**src/hw/frv_pkg.sv**
```systemverilog
// --------------------------------------------------------------------------
// Uncore shared definitions
// Vector types, MMIO register offsets, trap causes and AXI response codes
// --------------------------------------------------------------------------
package frv_pkg;

  typedef logic [31:0] xlen_t;                 // Bus and MMIO data word
  typedef logic [63:0] ctr_t;                  // Full width counter
  typedef logic [ 5:0] cause_t;                // Trap cause code
  typedef logic [ 1:0] axi_resp_t;             // AXI response field

  // ------------------------------------------------------------------------
  // Trap causes

  localparam cause_t CAUSE_NMI      = 6'd0;    // Non-maskable
  localparam cause_t CAUSE_MSI      = 6'd3;    // Machine software
  localparam cause_t CAUSE_MTI      = 6'd7;    // Machine timer
  localparam cause_t CAUSE_MEI_BASE = 6'd16;   // Plus external cause code

  // ------------------------------------------------------------------------
  // AXI responses

  localparam axi_resp_t RESP_OKAY   = 2'd0;
  localparam axi_resp_t RESP_SLVERR = 2'd2;

  // ------------------------------------------------------------------------
  // Register byte offsets from the MMIO base

  localparam xlen_t REG_MTIME_LO    = 32'h00;
  localparam xlen_t REG_MTIME_HI    = 32'h04;
  localparam xlen_t REG_MTIMECMP_LO = 32'h08;
  localparam xlen_t REG_MTIMECMP_HI = 32'h0C;
  localparam xlen_t REG_CYCLE_LO    = 32'h10;  // Read only
  localparam xlen_t REG_INSTRET_LO  = 32'h14;  // Read only

endpackage

```
**src/hw/frv_counters.sv**
```systemverilog
// --------------------------------------------------------------------------
// Machine counters and timer
// Keeps time, cycle and instret, holds mtimecmp and decodes the MMIO
// register window, raising the timer interrupt on compare
// --------------------------------------------------------------------------
module frv_counters import frv_pkg::*; #(
  parameter xlen_t MMIO_BASE_ADDR = 32'h0000_1000, // Register window base
  parameter xlen_t MMIO_BASE_MASK = 32'hFFFF_F000  // Window size mask
) (
  input  logic  g_clk,                         // Global clock
  input  logic  rst,                           // Sync reset, active high

  input  logic  instr_ret,                     // Instruction retired
  input  logic  inhibit_cy,                    // Freeze cycle
  input  logic  inhibit_tm,                    // Freeze time
  input  logic  inhibit_ir,                    // Freeze instret

  output ctr_t  ctr_time,
  output ctr_t  ctr_cycle,
  output ctr_t  ctr_instret,
  output logic  timer_interrupt,               // Registered compare result

  input  logic  mmio_en,                       // Access strobe
  input  logic  mmio_wen,
  input  xlen_t mmio_addr,
  input  xlen_t mmio_wdata,
  output xlen_t mmio_rdata,                    // Combinational answer
  output logic  mmio_error
);

  ctr_t  mtimecmp;                             // Timer compare value
  xlen_t reg_off;                              // Offset inside window
  logic  in_range;                             // Address inside window
  logic  reg_hit;                              // Offset names a register
  logic  reg_ro;                               // Register is read only
  xlen_t rd_val;
  logic  wr_ok;                                // Accepted write this cycle

  // ------------------------------------------------------------------------
  // Address decode

  assign in_range = (mmio_addr & MMIO_BASE_MASK) == MMIO_BASE_ADDR;
  assign reg_off  = mmio_addr & ~MMIO_BASE_MASK;

  always_comb begin
    reg_hit = 1'b1;
    reg_ro  = 1'b0;
    rd_val  = '0;
    case (reg_off)
      REG_MTIME_LO:    rd_val = ctr_time[31:0];
      REG_MTIME_HI:    rd_val = ctr_time[63:32];
      REG_MTIMECMP_LO: rd_val = mtimecmp[31:0];
      REG_MTIMECMP_HI: rd_val = mtimecmp[63:32];
      REG_CYCLE_LO: begin
        rd_val = ctr_cycle[31:0];
        reg_ro = 1'b1;
      end
      REG_INSTRET_LO: begin
        rd_val = ctr_instret[31:0];
        reg_ro = 1'b1;
      end
      default:         reg_hit = 1'b0;     // Hole in the map
    endcase
    if (!in_range || (mmio_wen && reg_ro)) rd_val = '0;  // Nothing to return
  end

  assign mmio_error = mmio_en && (!in_range || !reg_hit || (mmio_wen && reg_ro));
  assign mmio_rdata = rd_val;
  assign wr_ok      = mmio_en && mmio_wen && !mmio_error;

  // ------------------------------------------------------------------------
  // Counters

  always_ff @(posedge g_clk) begin
    if (rst) begin
      ctr_time <= '0;
    end else if (wr_ok && reg_off == REG_MTIME_LO) begin
      ctr_time <= {ctr_time[63:32], mmio_wdata};  // Write beats increment
    end else if (wr_ok && reg_off == REG_MTIME_HI) begin
      ctr_time <= {mmio_wdata, ctr_time[31:0]};
    end else if (!inhibit_tm) begin
      ctr_time <= ctr_time + 64'd1;
    end
  end

  always_ff @(posedge g_clk) begin
    if (rst) begin
      ctr_cycle   <= '0;
      ctr_instret <= '0;
    end else begin
      if (!inhibit_cy)             ctr_cycle   <= ctr_cycle + 64'd1;
      if (instr_ret && !inhibit_ir) ctr_instret <= ctr_instret + 64'd1;
    end
  end

  // All ones keeps the timer quiet out of reset
  always_ff @(posedge g_clk) begin
    if (rst) begin
      mtimecmp <= '1;
    end else if (wr_ok && reg_off == REG_MTIMECMP_LO) begin
      mtimecmp[31:0] <= mmio_wdata;
    end else if (wr_ok && reg_off == REG_MTIMECMP_HI) begin
      mtimecmp[63:32] <= mmio_wdata;
    end
  end

  always_ff @(posedge g_clk) begin
    if (rst) timer_interrupt <= 1'b0;
    else     timer_interrupt <= ctr_time >= mtimecmp;  // One cycle late
  end

  // Error responses never leak register contents
  a_err_zero : assert property (@(posedge g_clk) disable iff (rst)
    mmio_error |-> mmio_rdata == '0);

endmodule

```
**src/hw/frv_interrupt.sv**
```systemverilog
// --------------------------------------------------------------------------
// Interrupt controller
// Registers pending lines, picks one by priority and enables, and holds a
// trap request with its cause until the pipeline acknowledges it
// --------------------------------------------------------------------------
module frv_interrupt import frv_pkg::*; (
  input  logic       g_clk,                    // Global clock
  input  logic       rst,                      // Sync reset, active high

  input  logic       mstatus_mie,              // Global enable
  input  logic       mie_meie,                 // External enable
  input  logic       mie_mtie,                 // Timer enable
  input  logic       mie_msie,                 // Software enable

  input  logic       nmi_pending,              // Raw request lines
  input  logic       ex_pending,
  input  logic [3:0] ex_cause,                 // External cause code
  input  logic       ti_pending,
  input  logic       sw_pending,

  output logic       mip_meip,                 // Registered pending bits
  output logic       mip_mtip,
  output logic       mip_msip,

  output logic       int_trap_req,             // Trap request to pipeline
  output cause_t     int_trap_cause,           // Held while req is high
  input  logic       int_trap_ack              // Pipeline takes the trap
);

  logic       nmi_q;                           // Registered NMI line
  logic [3:0] ex_cause_q;
  logic       take_nmi;
  logic       take_ext;
  logic       take_sw;
  logic       take_tim;
  logic       any_take;
  cause_t     win_cause;                       // Highest priority cause

  always_ff @(posedge g_clk) begin
    if (rst) begin
      nmi_q    <= 1'b0;
      mip_meip <= 1'b0;
      mip_mtip <= 1'b0;
      mip_msip <= 1'b0;
    end else begin
      nmi_q    <= nmi_pending;
      mip_meip <= ex_pending;
      mip_mtip <= ti_pending;
      mip_msip <= sw_pending;
    end
  end

  always_ff @(posedge g_clk) ex_cause_q <= ex_cause;  // Aligned with mip_meip

  // ------------------------------------------------------------------------
  // Priority select

  assign take_nmi = nmi_q;                     // Ignores every enable
  assign take_ext = mstatus_mie && mie_meie && mip_meip;
  assign take_sw  = mstatus_mie && mie_msie && mip_msip;
  assign take_tim = mstatus_mie && mie_mtie && mip_mtip;
  assign any_take = take_nmi || take_ext || take_sw || take_tim;

  always_comb begin
    if (take_nmi)      win_cause = CAUSE_NMI;
    else if (take_ext) win_cause = CAUSE_MEI_BASE + cause_t'(ex_cause_q);
    else if (take_sw)  win_cause = CAUSE_MSI;
    else               win_cause = CAUSE_MTI;
  end

  // ------------------------------------------------------------------------
  // Request / acknowledge

  always_ff @(posedge g_clk) begin
    if (rst)                                int_trap_req <= 1'b0;
    else if (int_trap_req && int_trap_ack)  int_trap_req <= 1'b0;  // Drop after ack
    else if (!int_trap_req && any_take)     int_trap_req <= 1'b1;
  end

  always_ff @(posedge g_clk) begin
    if (!int_trap_req && any_take) int_trap_cause <= win_cause;  // Latch on rise
  end

  // Cause frozen for as long as the pipeline withholds ack
  a_cause_stable : assert property (@(posedge g_clk) disable iff (rst)
    int_trap_req && !int_trap_ack |=> int_trap_req && $stable(int_trap_cause));

endmodule

```
**src/hw/frv_mmio_axil.sv**
```systemverilog
// --------------------------------------------------------------------------
// AXI4-Lite slave to MMIO strobe adapter
// Takes one transaction at a time and issues a single cycle MMIO access,
// then returns the captured data and status on the B or R channel
// --------------------------------------------------------------------------
module frv_mmio_axil import frv_pkg::*; (
  input  logic      g_clk,                     // Global clock
  input  logic      rst,                       // Sync reset, active high

  input  logic      s_awvalid,                 // Write address channel
  output logic      s_awready,
  input  xlen_t     s_awaddr,
  input  logic      s_wvalid,                  // Write data channel
  output logic      s_wready,
  input  xlen_t     s_wdata,
  input  logic [3:0] s_wstrb,                  // Ignored, full words only
  output logic      s_bvalid,                  // Write response channel
  input  logic      s_bready,
  output axi_resp_t s_bresp,
  input  logic      s_arvalid,                 // Read address channel
  output logic      s_arready,
  input  xlen_t     s_araddr,
  output logic      s_rvalid,                  // Read data channel
  input  logic      s_rready,
  output xlen_t     s_rdata,
  output axi_resp_t s_rresp,

  output logic      mmio_en,                   // One cycle access strobe
  output logic      mmio_wen,                  // Strobe is a write
  output xlen_t     mmio_addr,
  output xlen_t     mmio_wdata,
  input  xlen_t     mmio_rdata,                // Same cycle answer
  input  logic      mmio_error
);

  typedef enum logic [1:0] {
    ST_IDLE,                                   // Waiting for address
    ST_ACCESS,                                 // MMIO strobe cycle
    ST_WRESP,                                  // Holding B until bready
    ST_RRESP                                   // Holding R until rready
  } axil_state_t;

  axil_state_t state;
  logic        rd_accept;                      // AR handshake this cycle
  logic        wr_accept;                      // AW and W handshake
  logic        acc_wen;                        // Latched direction
  xlen_t       acc_addr;
  xlen_t       acc_wdata;
  axi_resp_t   acc_resp;

  // Reads win over writes arriving together
  assign rd_accept = (state == ST_IDLE) && s_arvalid;
  assign wr_accept = (state == ST_IDLE) && !s_arvalid && s_awvalid && s_wvalid;

  assign s_arready = rd_accept;
  assign s_awready = wr_accept;                // AW and W taken together
  assign s_wready  = wr_accept;

  assign mmio_en    = (state == ST_ACCESS);
  assign mmio_wen   = mmio_en && acc_wen;
  assign mmio_addr  = acc_addr;
  assign mmio_wdata = acc_wdata;

  assign s_bvalid = (state == ST_WRESP);
  assign s_rvalid = (state == ST_RRESP);
  assign s_bresp  = acc_resp;                  // One status register serves both
  assign s_rresp  = acc_resp;

  always_ff @(posedge g_clk) begin
    if (rst) begin
      state <= ST_IDLE;
    end else begin
      case (state)
        ST_IDLE:   if (rd_accept || wr_accept) state <= ST_ACCESS;
        ST_ACCESS: state <= acc_wen ? ST_WRESP : ST_RRESP;
        ST_WRESP:  if (s_bready) state <= ST_IDLE;
        ST_RRESP:  if (s_rready) state <= ST_IDLE;
        default:   state <= ST_IDLE;
      endcase
    end
  end

  // Address, data and response capture
  always_ff @(posedge g_clk) begin
    if (rd_accept) begin
      acc_addr <= s_araddr;
      acc_wen  <= 1'b0;
    end else if (wr_accept) begin
      acc_addr  <= s_awaddr;
      acc_wdata <= s_wdata;
      acc_wen   <= 1'b1;
    end
    if (mmio_en) begin
      s_rdata  <= mmio_rdata;                  // Already zero on error
      acc_resp <= mmio_error ? RESP_SLVERR : RESP_OKAY;
    end
  end

  // Strobe lasts exactly one cycle per transaction
  a_strobe_single : assert property (@(posedge g_clk) disable iff (rst)
    mmio_en |=> !mmio_en);

endmodule

```
**src/hw/frv_uncore.sv**
```systemverilog
// --------------------------------------------------------------------------
// Machine mode uncore
// AXI4-Lite register port, counters/timer and interrupt controller
// --------------------------------------------------------------------------
module frv_uncore import frv_pkg::*; #(
  parameter xlen_t MMIO_BASE_ADDR = 32'h0000_1000, // Register window base
  parameter xlen_t MMIO_BASE_MASK = 32'hFFFF_F000  // Window size mask
) (
  input  logic       g_clk,                    // Global clock
  input  logic       rst,                      // Sync reset, active high

  input  logic       s_awvalid,                // AXI4-Lite slave port
  output logic       s_awready,
  input  xlen_t      s_awaddr,
  input  logic       s_wvalid,
  output logic       s_wready,
  input  xlen_t      s_wdata,
  input  logic [3:0] s_wstrb,
  output logic       s_bvalid,
  input  logic       s_bready,
  output axi_resp_t  s_bresp,
  input  logic       s_arvalid,
  output logic       s_arready,
  input  xlen_t      s_araddr,
  output logic       s_rvalid,
  input  logic       s_rready,
  output xlen_t      s_rdata,
  output axi_resp_t  s_rresp,

  input  logic       instr_ret,                // From the pipeline
  input  logic       inhibit_cy,
  input  logic       inhibit_tm,
  input  logic       inhibit_ir,
  output ctr_t       ctr_time,
  output ctr_t       ctr_cycle,
  output ctr_t       ctr_instret,

  input  logic       int_nmi,                  // External interrupt lines
  input  logic       int_external,
  input  logic [3:0] int_extern_cause,
  input  logic       int_software,
  output logic       int_mtime,                // Timer pending

  input  logic       mstatus_mie,              // Enables from CSRs
  input  logic       mie_meie,
  input  logic       mie_mtie,
  input  logic       mie_msie,
  output logic       mip_meip,
  output logic       mip_mtip,
  output logic       mip_msip,

  output logic       int_trap_req,             // Trap handshake
  output cause_t     int_trap_cause,
  input  logic       int_trap_ack
);

  logic  mmio_en;                              // Adapter to counters
  logic  mmio_wen;
  xlen_t mmio_addr;
  xlen_t mmio_wdata;
  xlen_t mmio_rdata;
  logic  mmio_error;
  logic  timer_interrupt;                      // Counters to interrupts

  assign int_mtime = mip_mtip;

  frv_mmio_axil i_mmio_axil (.*);

  frv_counters #(
    .MMIO_BASE_ADDR (MMIO_BASE_ADDR),
    .MMIO_BASE_MASK (MMIO_BASE_MASK)
  ) i_counters (.*);

  frv_interrupt i_interrupt (
    .g_clk          (g_clk           ),
    .rst            (rst             ),
    .mstatus_mie    (mstatus_mie     ),
    .mie_meie       (mie_meie        ),
    .mie_mtie       (mie_mtie        ),
    .mie_msie       (mie_msie        ),
    .nmi_pending    (int_nmi         ),
    .ex_pending     (int_external    ),
    .ex_cause       (int_extern_cause),
    .ti_pending     (timer_interrupt ),  // Registered compare
    .sw_pending     (int_software    ),
    .mip_meip       (mip_meip        ),
    .mip_mtip       (mip_mtip        ),
    .mip_msip       (mip_msip        ),
    .int_trap_req   (int_trap_req    ),
    .int_trap_cause (int_trap_cause  ),
    .int_trap_ack   (int_trap_ack    )
  );

endmodule

```
**config.mk**
```make
export PLATFORM = sky130hd
export DESIGN_NAME = frv_uncore
export DESIGN_NICKNAME = d
export VERILOG_FILES = /design/src/hw/frv_pkg.sv /design/src/hw/frv_counters.sv /design/src/hw/frv_interrupt.sv /design/src/hw/frv_mmio_axil.sv /design/src/hw/frv_uncore.sv
export SDC_FILE = /design/constraint.sdc
export NUM_CORES = 1
export LEC_CHECK = 0
export ABC_CLOCK_PERIOD_IN_PS = 4200
export BUFFER_PORTS_ARGS = -buffer_cell sky130_fd_sc_hd__buf_4
export CAP_MARGIN = 20
export CORE_MARGIN = 3
export CORE_UTILIZATION = 51
export CTS_BUF_LIST = sky130_fd_sc_hd__clkbuf_16
export DETAILED_ROUTE_END_ITERATION = 16
export PLACE_DENSITY = 0.89
export SETUP_SLACK_MARGIN = 0.2
export SKIP_LAST_GASP = 1
export SYNTH_ARGS = -nofsm -noshare
export SYNTH_HDL_FRONTEND = slang
export SYNTH_HIERARCHICAL = 1
export SYNTH_SLANG_ARGS = --single-unit
```
**constraint.sdc**
```tcl
create_clock -name g_clk -period 4.2 [get_ports g_clk]
set_clock_uncertainty 0.15 [all_clocks]
set_input_delay 0.63 -clock g_clk [delete_from_list [all_inputs] [get_ports g_clk]]
set_output_delay 0.63 -clock g_clk [all_outputs]
set_load 0.01 [all_outputs]
```
**Word level (Yosys, flattened, before mapping)**

Cells that the tools add are included.

- Flip-flop bits (word level): 373
- Input bits: 123
- Output and inout bits: 244

- Add/sub/neg operators: 4
- $lt $le $gt $ge: 1
- Equal/unequal tests: 15
- Multiplexer cells: 16
- Bitwise operators: 3
- Reductions and logical operators: 46

Operators with widths:

| cell | number |
|---|---|
| adder 64 x 1 -> 64 bit (second input constant) | 3 |
| one-hot mux 32 bit (6 select lines) | 1 |
| two-way mux 64 bit | 2 |
| two-way mux 32 bit | 3 |
| greater-or-equal comparator 64 bit | 1 |
| zero test 32 bit | 1 |
| equality test 12 x 4 -> 1 bit (second input constant) | 2 |
| equality test 12 x 5 -> 1 bit (second input constant) | 2 |
| logical AND 1 bit | 22 |
| equality test 20 x 1 -> 1 bit (second input constant) | 1 |
| equality test 12 x 3 -> 1 bit (second input constant) | 1 |
| != test 2 x 1 -> 1 bit (second input constant) | 5 |
| two-way mux 2 bit | 4 |
| one-hot mux 2 bit (4 select lines) | 1 |
| AND reduction 2 bit | 4 |
| logical OR 1 bit | 7 |
| adder 5 x 4 -> 6 bit (first input constant) | 1 |
| zero test 1 bit | 6 |
| two-way mux 6 bit | 1 |
| OR reduction 6 bit | 1 |
| equality test 2 bit (second input constant) | 2 |
| OR reduction 2 bit | 2 |
| two-way mux 1 bit | 3 |
| two-way mux 3 bit | 1 |
| 6 further kinds | 8 |

**Logic depth before layout (Yosys ltp)**

Gate-level depths: netlist of the first run.

- Depth in word-level cells: 12
- Mapped depth: 11

**Modules after synthesis**

Netlist of the first run, hierarchy kept.

By module, submodules not included:

| module | instances | cells an instance | area an instance (um^2) |
|---|---|---|---|
| frv_counters | 1 | 1,932 | 15,567.4 |
| frv_mmio_axil | 1 | 159 | 3,537.1 |
| frv_interrupt | 1 | 35 | 456.7 |
| frv_uncore | 1 | 1 | 7.5 |

**Worst setup path after synthesis of the first run**

Ideal clock, no wire load.

- Kind: register to register
- From: register i_mmio_axil.state[0]
- To: register i_counters.ctr_time[44]
- Data arrival time: 3.748 ns
- Required time: 3.935 ns
- Slack: 0.187 ns
- Stages on the path, launching flop included: 11
- Path buffers: 2
- Path through: dfxtp_1 > buf_2 > nor2b_1 > and2_1 > nand2_1 > nor2_1 > nand4_1 > nand2_1 > clkbuf_1 > a21oi_1 > o21a_1

- Word-level cells in the longest chain between the ends: 10
- Elaborated cells between the ends (all ways): 14

RTL lines:

| item | RTL line | source |
|---|---|---|
| from (decl) | frv_mmio_axil.sv:43 | `axil_state_t state;` |
| from (signal assigned) | frv_mmio_axil.sv:75 | `ST_ACCESS: state <= acc_wen ? ST_WRESP : ST_RRESP;` |
| equality test 2 x 1 -> 1 bit (*) | frv_mmio_axil.sv:59 | `assign mmio_en = (state == ST_ACCESS);` |
| via mmio_en | frv_uncore.sv:57 | `logic mmio_en;` |
| logical AND 1 bit (*) | frv_mmio_axil.sv:60 | `assign mmio_wen = mmio_en && acc_wen;` |
| via mmio_wen | frv_uncore.sv:58 | `logic mmio_wen;` |
| logical AND 1 bit | frv_counters.sv:67 | `assign mmio_error = mmio_en && (!in_range \|\| !reg_hit \|\| (mmio_wen && reg_ro));` |
| logical OR 1 bit | frv_counters.sv:67 |  |
| logical AND 1 bit | frv_counters.sv:67 |  |
| zero test 1 bit | frv_counters.sv:69 | `assign wr_ok = mmio_en && mmio_wen && !mmio_error;` |
| logical AND 1 bit (*) | frv_counters.sv:69 |  |
| logical AND 1 bit (on tied branches) | frv_counters.sv:79, frv_counters.sv:77 |  |
| != test 2 x 1 -> 1 bit (no source line) or NOT 1 bit (tied branches) | n/a |  |
| AND reduction 2 bit (no source line) | n/a |  |
| to (signal assigned) | frv_counters.sv:78 | `ctr_time <= {ctr_time[63:32], mmio_wdata};` |
| to (signal assigned) | frv_counters.sv:80 | `ctr_time <= {mmio_wdata, ctr_time[31:0]};` |
| to (signal assigned) | frv_counters.sv:82 | `ctr_time <= ctr_time + 64'd1;` |
| to (decl) | frv_counters.sv:18 | `output ctr_t ctr_time,` |

The timed path passes the listed nets; every way through them passes the cells marked *. The select of a mux whose other input is x is not followed.
A chain may end at the register's enable or synchronous reset.

**Worst setup path after layout of the first run**

- From: register i_mmio_axil.state[1]
- To: register i_counters.ctr_time[23]

- Word-level cells in the longest chain between the ends: 10
- Elaborated cells between the ends (all ways): 14

RTL lines:

| item | RTL line |
|---|---|
| equality test 2 x 1 -> 1 bit (*) | frv_mmio_axil.sv:59 |
| via mmio_en | frv_uncore.sv:57 |
| logical AND 1 bit (*) | frv_mmio_axil.sv:60 |
| via mmio_wen | frv_uncore.sv:58 |
| logical AND 1 bit | frv_counters.sv:67 |
| logical OR 1 bit | frv_counters.sv:67 |
| logical AND 1 bit | frv_counters.sv:67 |
| zero test 1 bit | frv_counters.sv:69 |
| logical AND 1 bit (*) | frv_counters.sv:69 |
| logical AND 1 bit (on tied branches) | frv_counters.sv:79, frv_counters.sv:77 |
| != test 2 x 1 -> 1 bit (no source line) | n/a |
| AND reduction 2 bit (no source line) | n/a |

The timed path passes the listed nets; every way through them passes the cells marked *.

==> impl_results.md, run 1 <==
* Outcome: finished, final reports clean
* Drt first pass iters at 8
* Clk_lat worst skew at 600 ps
* Routed Antenna Nets at 0
* Starting Density at 0.518
* R2R depth at 9
* Fill cell count at 3,003
* H-tree Lvls at 2
* Final Max Slew Viols at 0
* Synth unique cells at 87
* Largest net degree at the start of global routing at 170
* CTS sink count at 371
* TritonCTS Buffers at 42
* Worst hold path type: in -> reg
* Final hold vios at 0
* Initial DRC Count at 2,092
* Register bit total from synthesis at 371
* Crit path to: i_counters/ctr_time[23]
* Highest Clock Rate at 279 MHz
* VDD IR max at 307 uV
* Crit path launch type: flop
* Critical path launch point: i_mmio_axil/state[1]
* Worst-path clk slew at 60 ps
* Wirelength, routed at 67,000 um
* Leak at 10.2 nW
* Root Driver: clkbuf_16
* Ys async rst share at 0
* Total number of vias at 18,500
* Worst setup margin at 611 ps
* Core Rows at 71
* CTS Buffer Depth at 3
* Syn Area/Cell at 9.20 um^2
* Ys Warns at 6
* Routability Congestion at 0.938
* Core area at 0.0378 mm^2
* WL per Instance at 22.4 um
* Post-DP HPWL at 47,200 um
* # setup viols final at 0
* Commonest cells after routing, fill and taps aside: buf_4, dfxtp_1, nor2_1
* DIE AREA at 0.0408 mm^2
* Reg-to-reg startpoint: i_mmio_axil/state[1]
* Flop2flop setup slack at 610 ps
* Crit path capture type: flop
* DRC viols at 0
* Most used DFF post-synth: dfxtp_1
* First-pass GRT wire length at 104,000 um
* Final Net Count at 2,634
* Pwr/cell area at 333 mW/mm^2
* Vias per cell at 6.18
* Fin crit share at 0.855
* Setup CP Type: reg -> reg
* Die Y at 202 um
* Fin util at 0.638
* Gr usage total at 0.317
* Post-CTS sizing at 0
* Post-synthesis cell area at 0.0196 mm^2
* Area Overhead vs Synth at 23.0%
* Crit path DAT at 3930 ps
* Dpl ws at 715 ps
* TritonCTS clock tree: yes
* Post-synth EDFFs at 102
* Ratio of cells with drive above 1 in the final layout at 0.209
* Tmin final at 3590 ps
* IO Count at 367
* Most common cell after layout, fill and taps aside: buf_4
* Unrepaired setup endpoints after global routing: false
* Fin Setup TNS at 0 ps
* Sequential-to-total area share from yosys stat at 0.432
* Syn Inst Count at 2,127
* Slew @ Worst Pin at 1150 ps
* Total gr overflow at 0
* Port Buffer Count at 359
* Critical path required time at 4540 ps
* Max-cap violations at 0
* Reg2reg end: i_counters/ctr_time[23]
* Crit path max fanout at 11
* Vias in the first global route at 18,300
* Die extent in x at 202 um
* Antenna violations before repair at 1
* Worst relative slew slack at 0.236
-- cell families after synthesis --
group,after synthesis,synth area share
other cells,2,0.000384
fa+ha+maj,67,0.0428
mux,162,0.0850
buf+inv,218,0.0462
simple gates,802,0.212
xor+xnor,121,0.0542
flops,371,0.432
compound gates,384,0.128
-- worst min-delay path by stage --
stage | slack (ps) | cells past startpoint | end | from
after global routing | 40 | 1 | i_mmio_axil/mmio_wdata[3] | s_wdata[3]
final | 60 | 1 | i_mmio_axil/mmio_wdata[5] | s_wdata[5]
after CTS | 40 | 1 | i_mmio_axil/mmio_wdata[5] | s_wdata[5]
after floorplan | 260 | 1 | i_interrupt/mip_mtip | i_counters/timer_interrupt
after detailed placement | 280 | 1 | i_interrupt/mip_mtip | i_counters/timer_interrupt
after global placement | 290 | 1 | i_interrupt/mip_mtip | i_counters/timer_interrupt
-- through the flow --
step / cell area, um^2 / std cells / power (W) / hold slack, ps
after floorplan: 19600 / 2128 / 0.00426 / 264
after global placement: 22700 / 2906 / 0.00452 / 295
after detailed placement: 22700 / 2907 / 0.00454 / 282
after CTS: 24100 / 2989 / 0.00806 / 37.6
after global routing: 24100 / 2989 / 0.00826 / 44.1
final: 24100 / 2990 / 0.00802 / 56.7
-- synth_stat cells (4+ instances only) --
| library cell | number | area, um^2 |
|---|---|---|
| nor4_2 | 7 | 87.6 |
| o41ai_1 | 5 | 43.8 |
| nor4_1 | 42 | 263 |
| nand2_1 | 172 | 646 |
| edfxtp_1 | 102 | 3060 |
| mux2_2 | 30 | 338 |
| o22ai_1 | 34 | 213 |
| and4_1 | 29 | 254 |
| nand4_1 | 72 | 450 |
| buf_4 | 9 | 67.6 |
| or4_1 | 8 | 60.1 |
| clkbuf_1 | 84 | 315 |
| nor2b_1 | 9 | 56.3 |
| a22oi_1 | 5 | 37.5 |
| buf_6 | 4 | 45.0 |
| xnor2_1 | 55 | 482 |
| or3_1 | 25 | 156 |
| a31oi_1 | 11 | 68.8 |
| buf_2 | 17 | 85.1 |
| o21a_1 | 34 | 255 |
| a211oi_1 | 16 | 120 |
| buf_1 | 10 | 37.5 |
| and3_1 | 41 | 257 |
| and2_1 | 24 | 150 |
| nor2_1 | 209 | 785 |
| nand3_1 | 88 | 440 |
| mux2i_1 | 129 | 1290 |
| a21o_1 | 11 | 82.6 |
| o32ai_1 | 6 | 52.6 |
| o21ai_1 | 5 | 25.0 |
| dfxtp_1 | 269 | 5390 |
| a221oi_1 | 5 | 43.8 |
| nor3_2 | 4 | 40.0 |
| inv_1 | 93 | 349 |
| nor3_1 | 41 | 205 |
| o31ai_1 | 5 | 37.5 |
| a311oi_1 | 4 | 35.0 |
| xor2_1 | 66 | 578 |
| nor3b_1 | 4 | 30.0 |
| a41oi_1 | 4 | 35.0 |
| ha_1 | 67 | 838 |
| o211ai_1 | 43 | 323 |
| a21oi_1 | 88 | 440 |
| o21ai_0 | 73 | 365 |
-- flip-flops by register name, summed over array words and instances, names as in the netlist, 2 cells and up --
| register | cells |
|---|---|
| i_counters/ctr_instret | 64 |
| i_counters/ctr_time | 64 |
| i_counters/ctr_cycle | 64 |
| i_interrupt/ex_cause_q | 4 |
| i_mmio_axil/s_rdata | 32 |
| i_mmio_axil/state | 2 |
| i_mmio_axil/mmio_wdata | 32 |
| i_counters/mtimecmp | 64 |
| i_mmio_axil/mmio_addr | 32 |
| i_interrupt/int_trap_cause | 5 |
-- power by group --
group | internal [W] | switching [W] | total [W]
Sequential | 0.00380 | 0.0000781 | 0.00388
Combinational | 0.000272 | 0.000323 | 0.000595
Clock | 0.00202 | 0.00153 | 0.00355
Total | 0.00609 | 0.00193 | 0.00802
-- worst max-delay path, cell delays in order, from the launching register on --
cell	delay (ps)
dfxtp_1	540
nor2b_4	70
and2_1	230
o21ai_1	160
nand4_1	410
or4_1	960
buf_4	290
nor2_1	380
a22oi_1	160
a21oi_1	170
-- per-layer routing --
layer	GRT usage	wire length, um	up-vias
met3	0.0855	6600	225
met5	0	0	-
met2	0.505	31000	1038
met4	0.158	3460	0
met1	0.399	25900	8827
li1	-	-	8399
-- layout make-up --
class / instances / area (um^2) / area share
clock buffer: 42 / 1050 / 0.0437
timing repair buffer: 396 / 3030 / 0.126
clock inverter: 36 / 273 / 0.0113
tap: 511 / 639 / 0.0266
sequential: 371 / 8450 / 0.351
antenna: 1 / 2.50 / 0.000104
multi-input combinational: 1539 / 10300 / 0.427
inverter: 94 / 353 / 0.0147
-- timing repair --
item	in CTS	in global routing
setup endpoints to repair	0	0
setup buffers	0	0
hold buffers	4	0
endpoints found under the hold margin	4	0
Power figures use the tool's default switching activity.
==> run 2, diff against run 1 <==
--- a/config.mk
+++ b/config.mk
@@ -6,7 +6,7 @@
 export NUM_CORES = 1
 export LEC_CHECK = 0
 export ABC_CLOCK_PERIOD_IN_PS = 4200
-export BUFFER_PORTS_ARGS = -buffer_cell sky130_fd_sc_hd__buf_4
+export BUFFER_PORTS_ARGS = -buffer_cell sky130_fd_sc_hd__buf_2
 export CAP_MARGIN = 20
 export CORE_MARGIN = 3
 export CORE_UTILIZATION = 51
==> constraint.sdc (replaced) <==
create_clock -name g_clk -period 4.2 [get_ports g_clk]
set_clock_uncertainty 0.15 [all_clocks]
set_input_delay 0.42 -clock g_clk [delete_from_list [all_inputs] [get_ports g_clk]]
set_output_delay 0.42 -clock g_clk [all_outputs]
set_load 0.01 [all_outputs]
==> impl_results.md, run 2 (synthesis gave the netlist of run 1 again) <==
* H-tree Lvls at 2 (unchanged)
* Post-DP HPWL at 46,600 um (-1.2%)
* Port Buffer Count at 359 (unchanged)
* Final Net Count at 2,688 (+2.1%)
* Wirelength, routed at 67,600 um (+1.0%)
* Critical path required time at 4500 ps (-40 ps)
* Highest Clock Rate at 284 MHz (+1.9%)
* Worst-path clk slew at 60 ps (about the same)
* Routed Antenna Nets at 0 (unchanged)
* Fill cell count at 3,028 (+0.83%)
* VDD IR max at 268 uV (-13%)
* TritonCTS Buffers at 41 (-2.4%)
* Unrepaired setup endpoints after global routing: false
* Worst Hold Slack at 20.7 ps (-36.0 ps)
* Root Driver: clkbuf_16
* Vias per cell at 6.18 (about the same)
* Antenna violations before repair at 0 (-1)
* TritonCTS clock tree: yes
* Routability Congestion at 0.959 (+2.3%)
* Leak at 10.3 nW (+0.71%)
* Fin Setup TNS at 0 ps (unchanged)
* Die extent in x at 202 um (unchanged)
* Crit path max fanout at 24 (+13)
* Starting Density at 0.518 (unchanged)
* Slew @ Worst Pin at 1090 ps (-51.3 ps)
* IO Count at 367 (unchanged)
* Ratio of cells with drive above 1 in the final layout at 0.204 (-0.00437)
* CTS sink count at 371 (unchanged)
* Antenna cell count at 0 (-1)
* Fin crit share at 0.838 (-0.0163)
* Postcts setup bufs at 0 (unchanged)
* Gr usage total at 0.319 (+0.00202)
* Largest net degree at the start of global routing at 111 (-35%)
* Worst relative slew slack at 0.270 (+0.0342)
* Die Y at 202 um (unchanged)
* DIE AREA at 0.0408 mm^2 (unchanged)
* WL per Instance at 22.2 um (-0.73%)
* Crit path launch type: flop
* Vias in the first global route at 18,400 (+0.21%)
* Outcome: finished, final reports clean
* First-pass GRT wire length at 104,000 um (+0.36%)
* Area Overhead vs Synth at 20.8%
* Drt first pass iters at 6 (-2)
* Max-cap violations at 0 (unchanged)
* Dpl cells at 2,908 (+0.034%)
* Commonest cells after routing, fill and taps aside: buf_2, dfxtp_1, nor2_1
* Total number of vias at 18,800 (+1.8%)
* CTS Buffer Depth at 3 (unchanged)
* Initial DRC Count at 2,061 (-1.5%)
* DRC viols at 0 (unchanged)
* Clk_lat worst skew at 570 ps (-30 ps)
* Final Max Slew Viols at 0 (unchanged)
* Multi-input logic area at 0.0103 mm^2 (about the same)
* Most common cell after layout, fill and taps aside: buf_2
* Pwr/cell area at 334 mW/mm^2 (+0.14%)
* Final hold vios at 0 (unchanged)
* Setup CP Type: reg -> reg
* Total gr overflow at 0 (unchanged)
* Sequential cell area at 0.00845 mm^2 (unchanged)
* Dpl ws at 857 ps (+141 ps)
* # setup viols final at 0 (unchanged)
* Core area at 0.0378 mm^2 (unchanged)
* Worst setup margin at 679 ps (+68.5 ps)
* Crit path DAT at 3820 ps (-110 ps)
* Core Rows at 71 (unchanged)
* Crit path capture type: flop
* Worst hold path type: in -> reg
* Tmin final at 3520 ps (-68.5 ps)
* Fin cells at 3,042 (+1.7%)
==> run 2: timing repair <==
action | 4_1_cts | 5_1_grt
hold endpoints to repair | 51 | 0
hold buffers | 56 | 0
gates resized for setup | 0 | 0
==> run 2: final cells by class <==
cell class,instances,share of cell area
well taps,511,0.0271
clock buffers,41,0.0434
flip-flops and latches,371,0.357
repair buffers,451,0.114
clock inverters,35,0.00942
inverters,94,0.0149
multi-input cells,1539,0.434
==> run 2: critical path, cell delays in order, from the launching register on <==
cell,delay (ps)
dfxtp_1,560
nor2b_4,80
and2_1,230
o21ai_1,180
nand4_1,400
nor4_2,390
buf_4,350
nand2b_1,400
buf_4,360
o211ai_1,210
a21oi_1,70
==> run 2: per-stage QoR <==
stage          power (W)  instance area (um^2)  utilization
6_report         0.00789                 23600        0.626
3_5_place_dp     0.00447                 21800        0.577
5_1_grt          0.00813                 23600        0.626
2_1_floorplan    0.00426                 19600            -
3_3_place_gp     0.00445                 21800        0.577
4_1_cts          0.00789                 23600        0.624
==> run 2: metal layers <==
layer  up-vias  wire, um  track usage
li1       8512         -            -
met1      8959     25900        0.402
met2      1123     31700        0.519
met3       220      7080       0.0792
met4         0      2930        0.147
met5         -         0            0
==> run 2: worst paths after layout <==
| path | from | end | slack (ps) | cells after the start |
|---|---|---|---|---|
| worst max register to register | i_mmio_axil/state[1] | i_counters/ctr_time[16] | 680 | 10 |
| worst min-delay path | s_araddr[30] | i_mmio_axil/mmio_addr[30] | 20 | 2 |
| worst min register to register | i_counters/timer_interrupt | i_interrupt/mip_mtip | 290 | 1 |
| worst max-delay path | i_mmio_axil/state[1] | i_counters/ctr_time[16] | 680 | 10 |
==> run 2: report_power, final <==
part           switching [W]  internal, W
logic               0.000335     0.000255
clock network        0.00152      0.00190
registers          0.0000760      0.00380
total                0.00193      0.00596
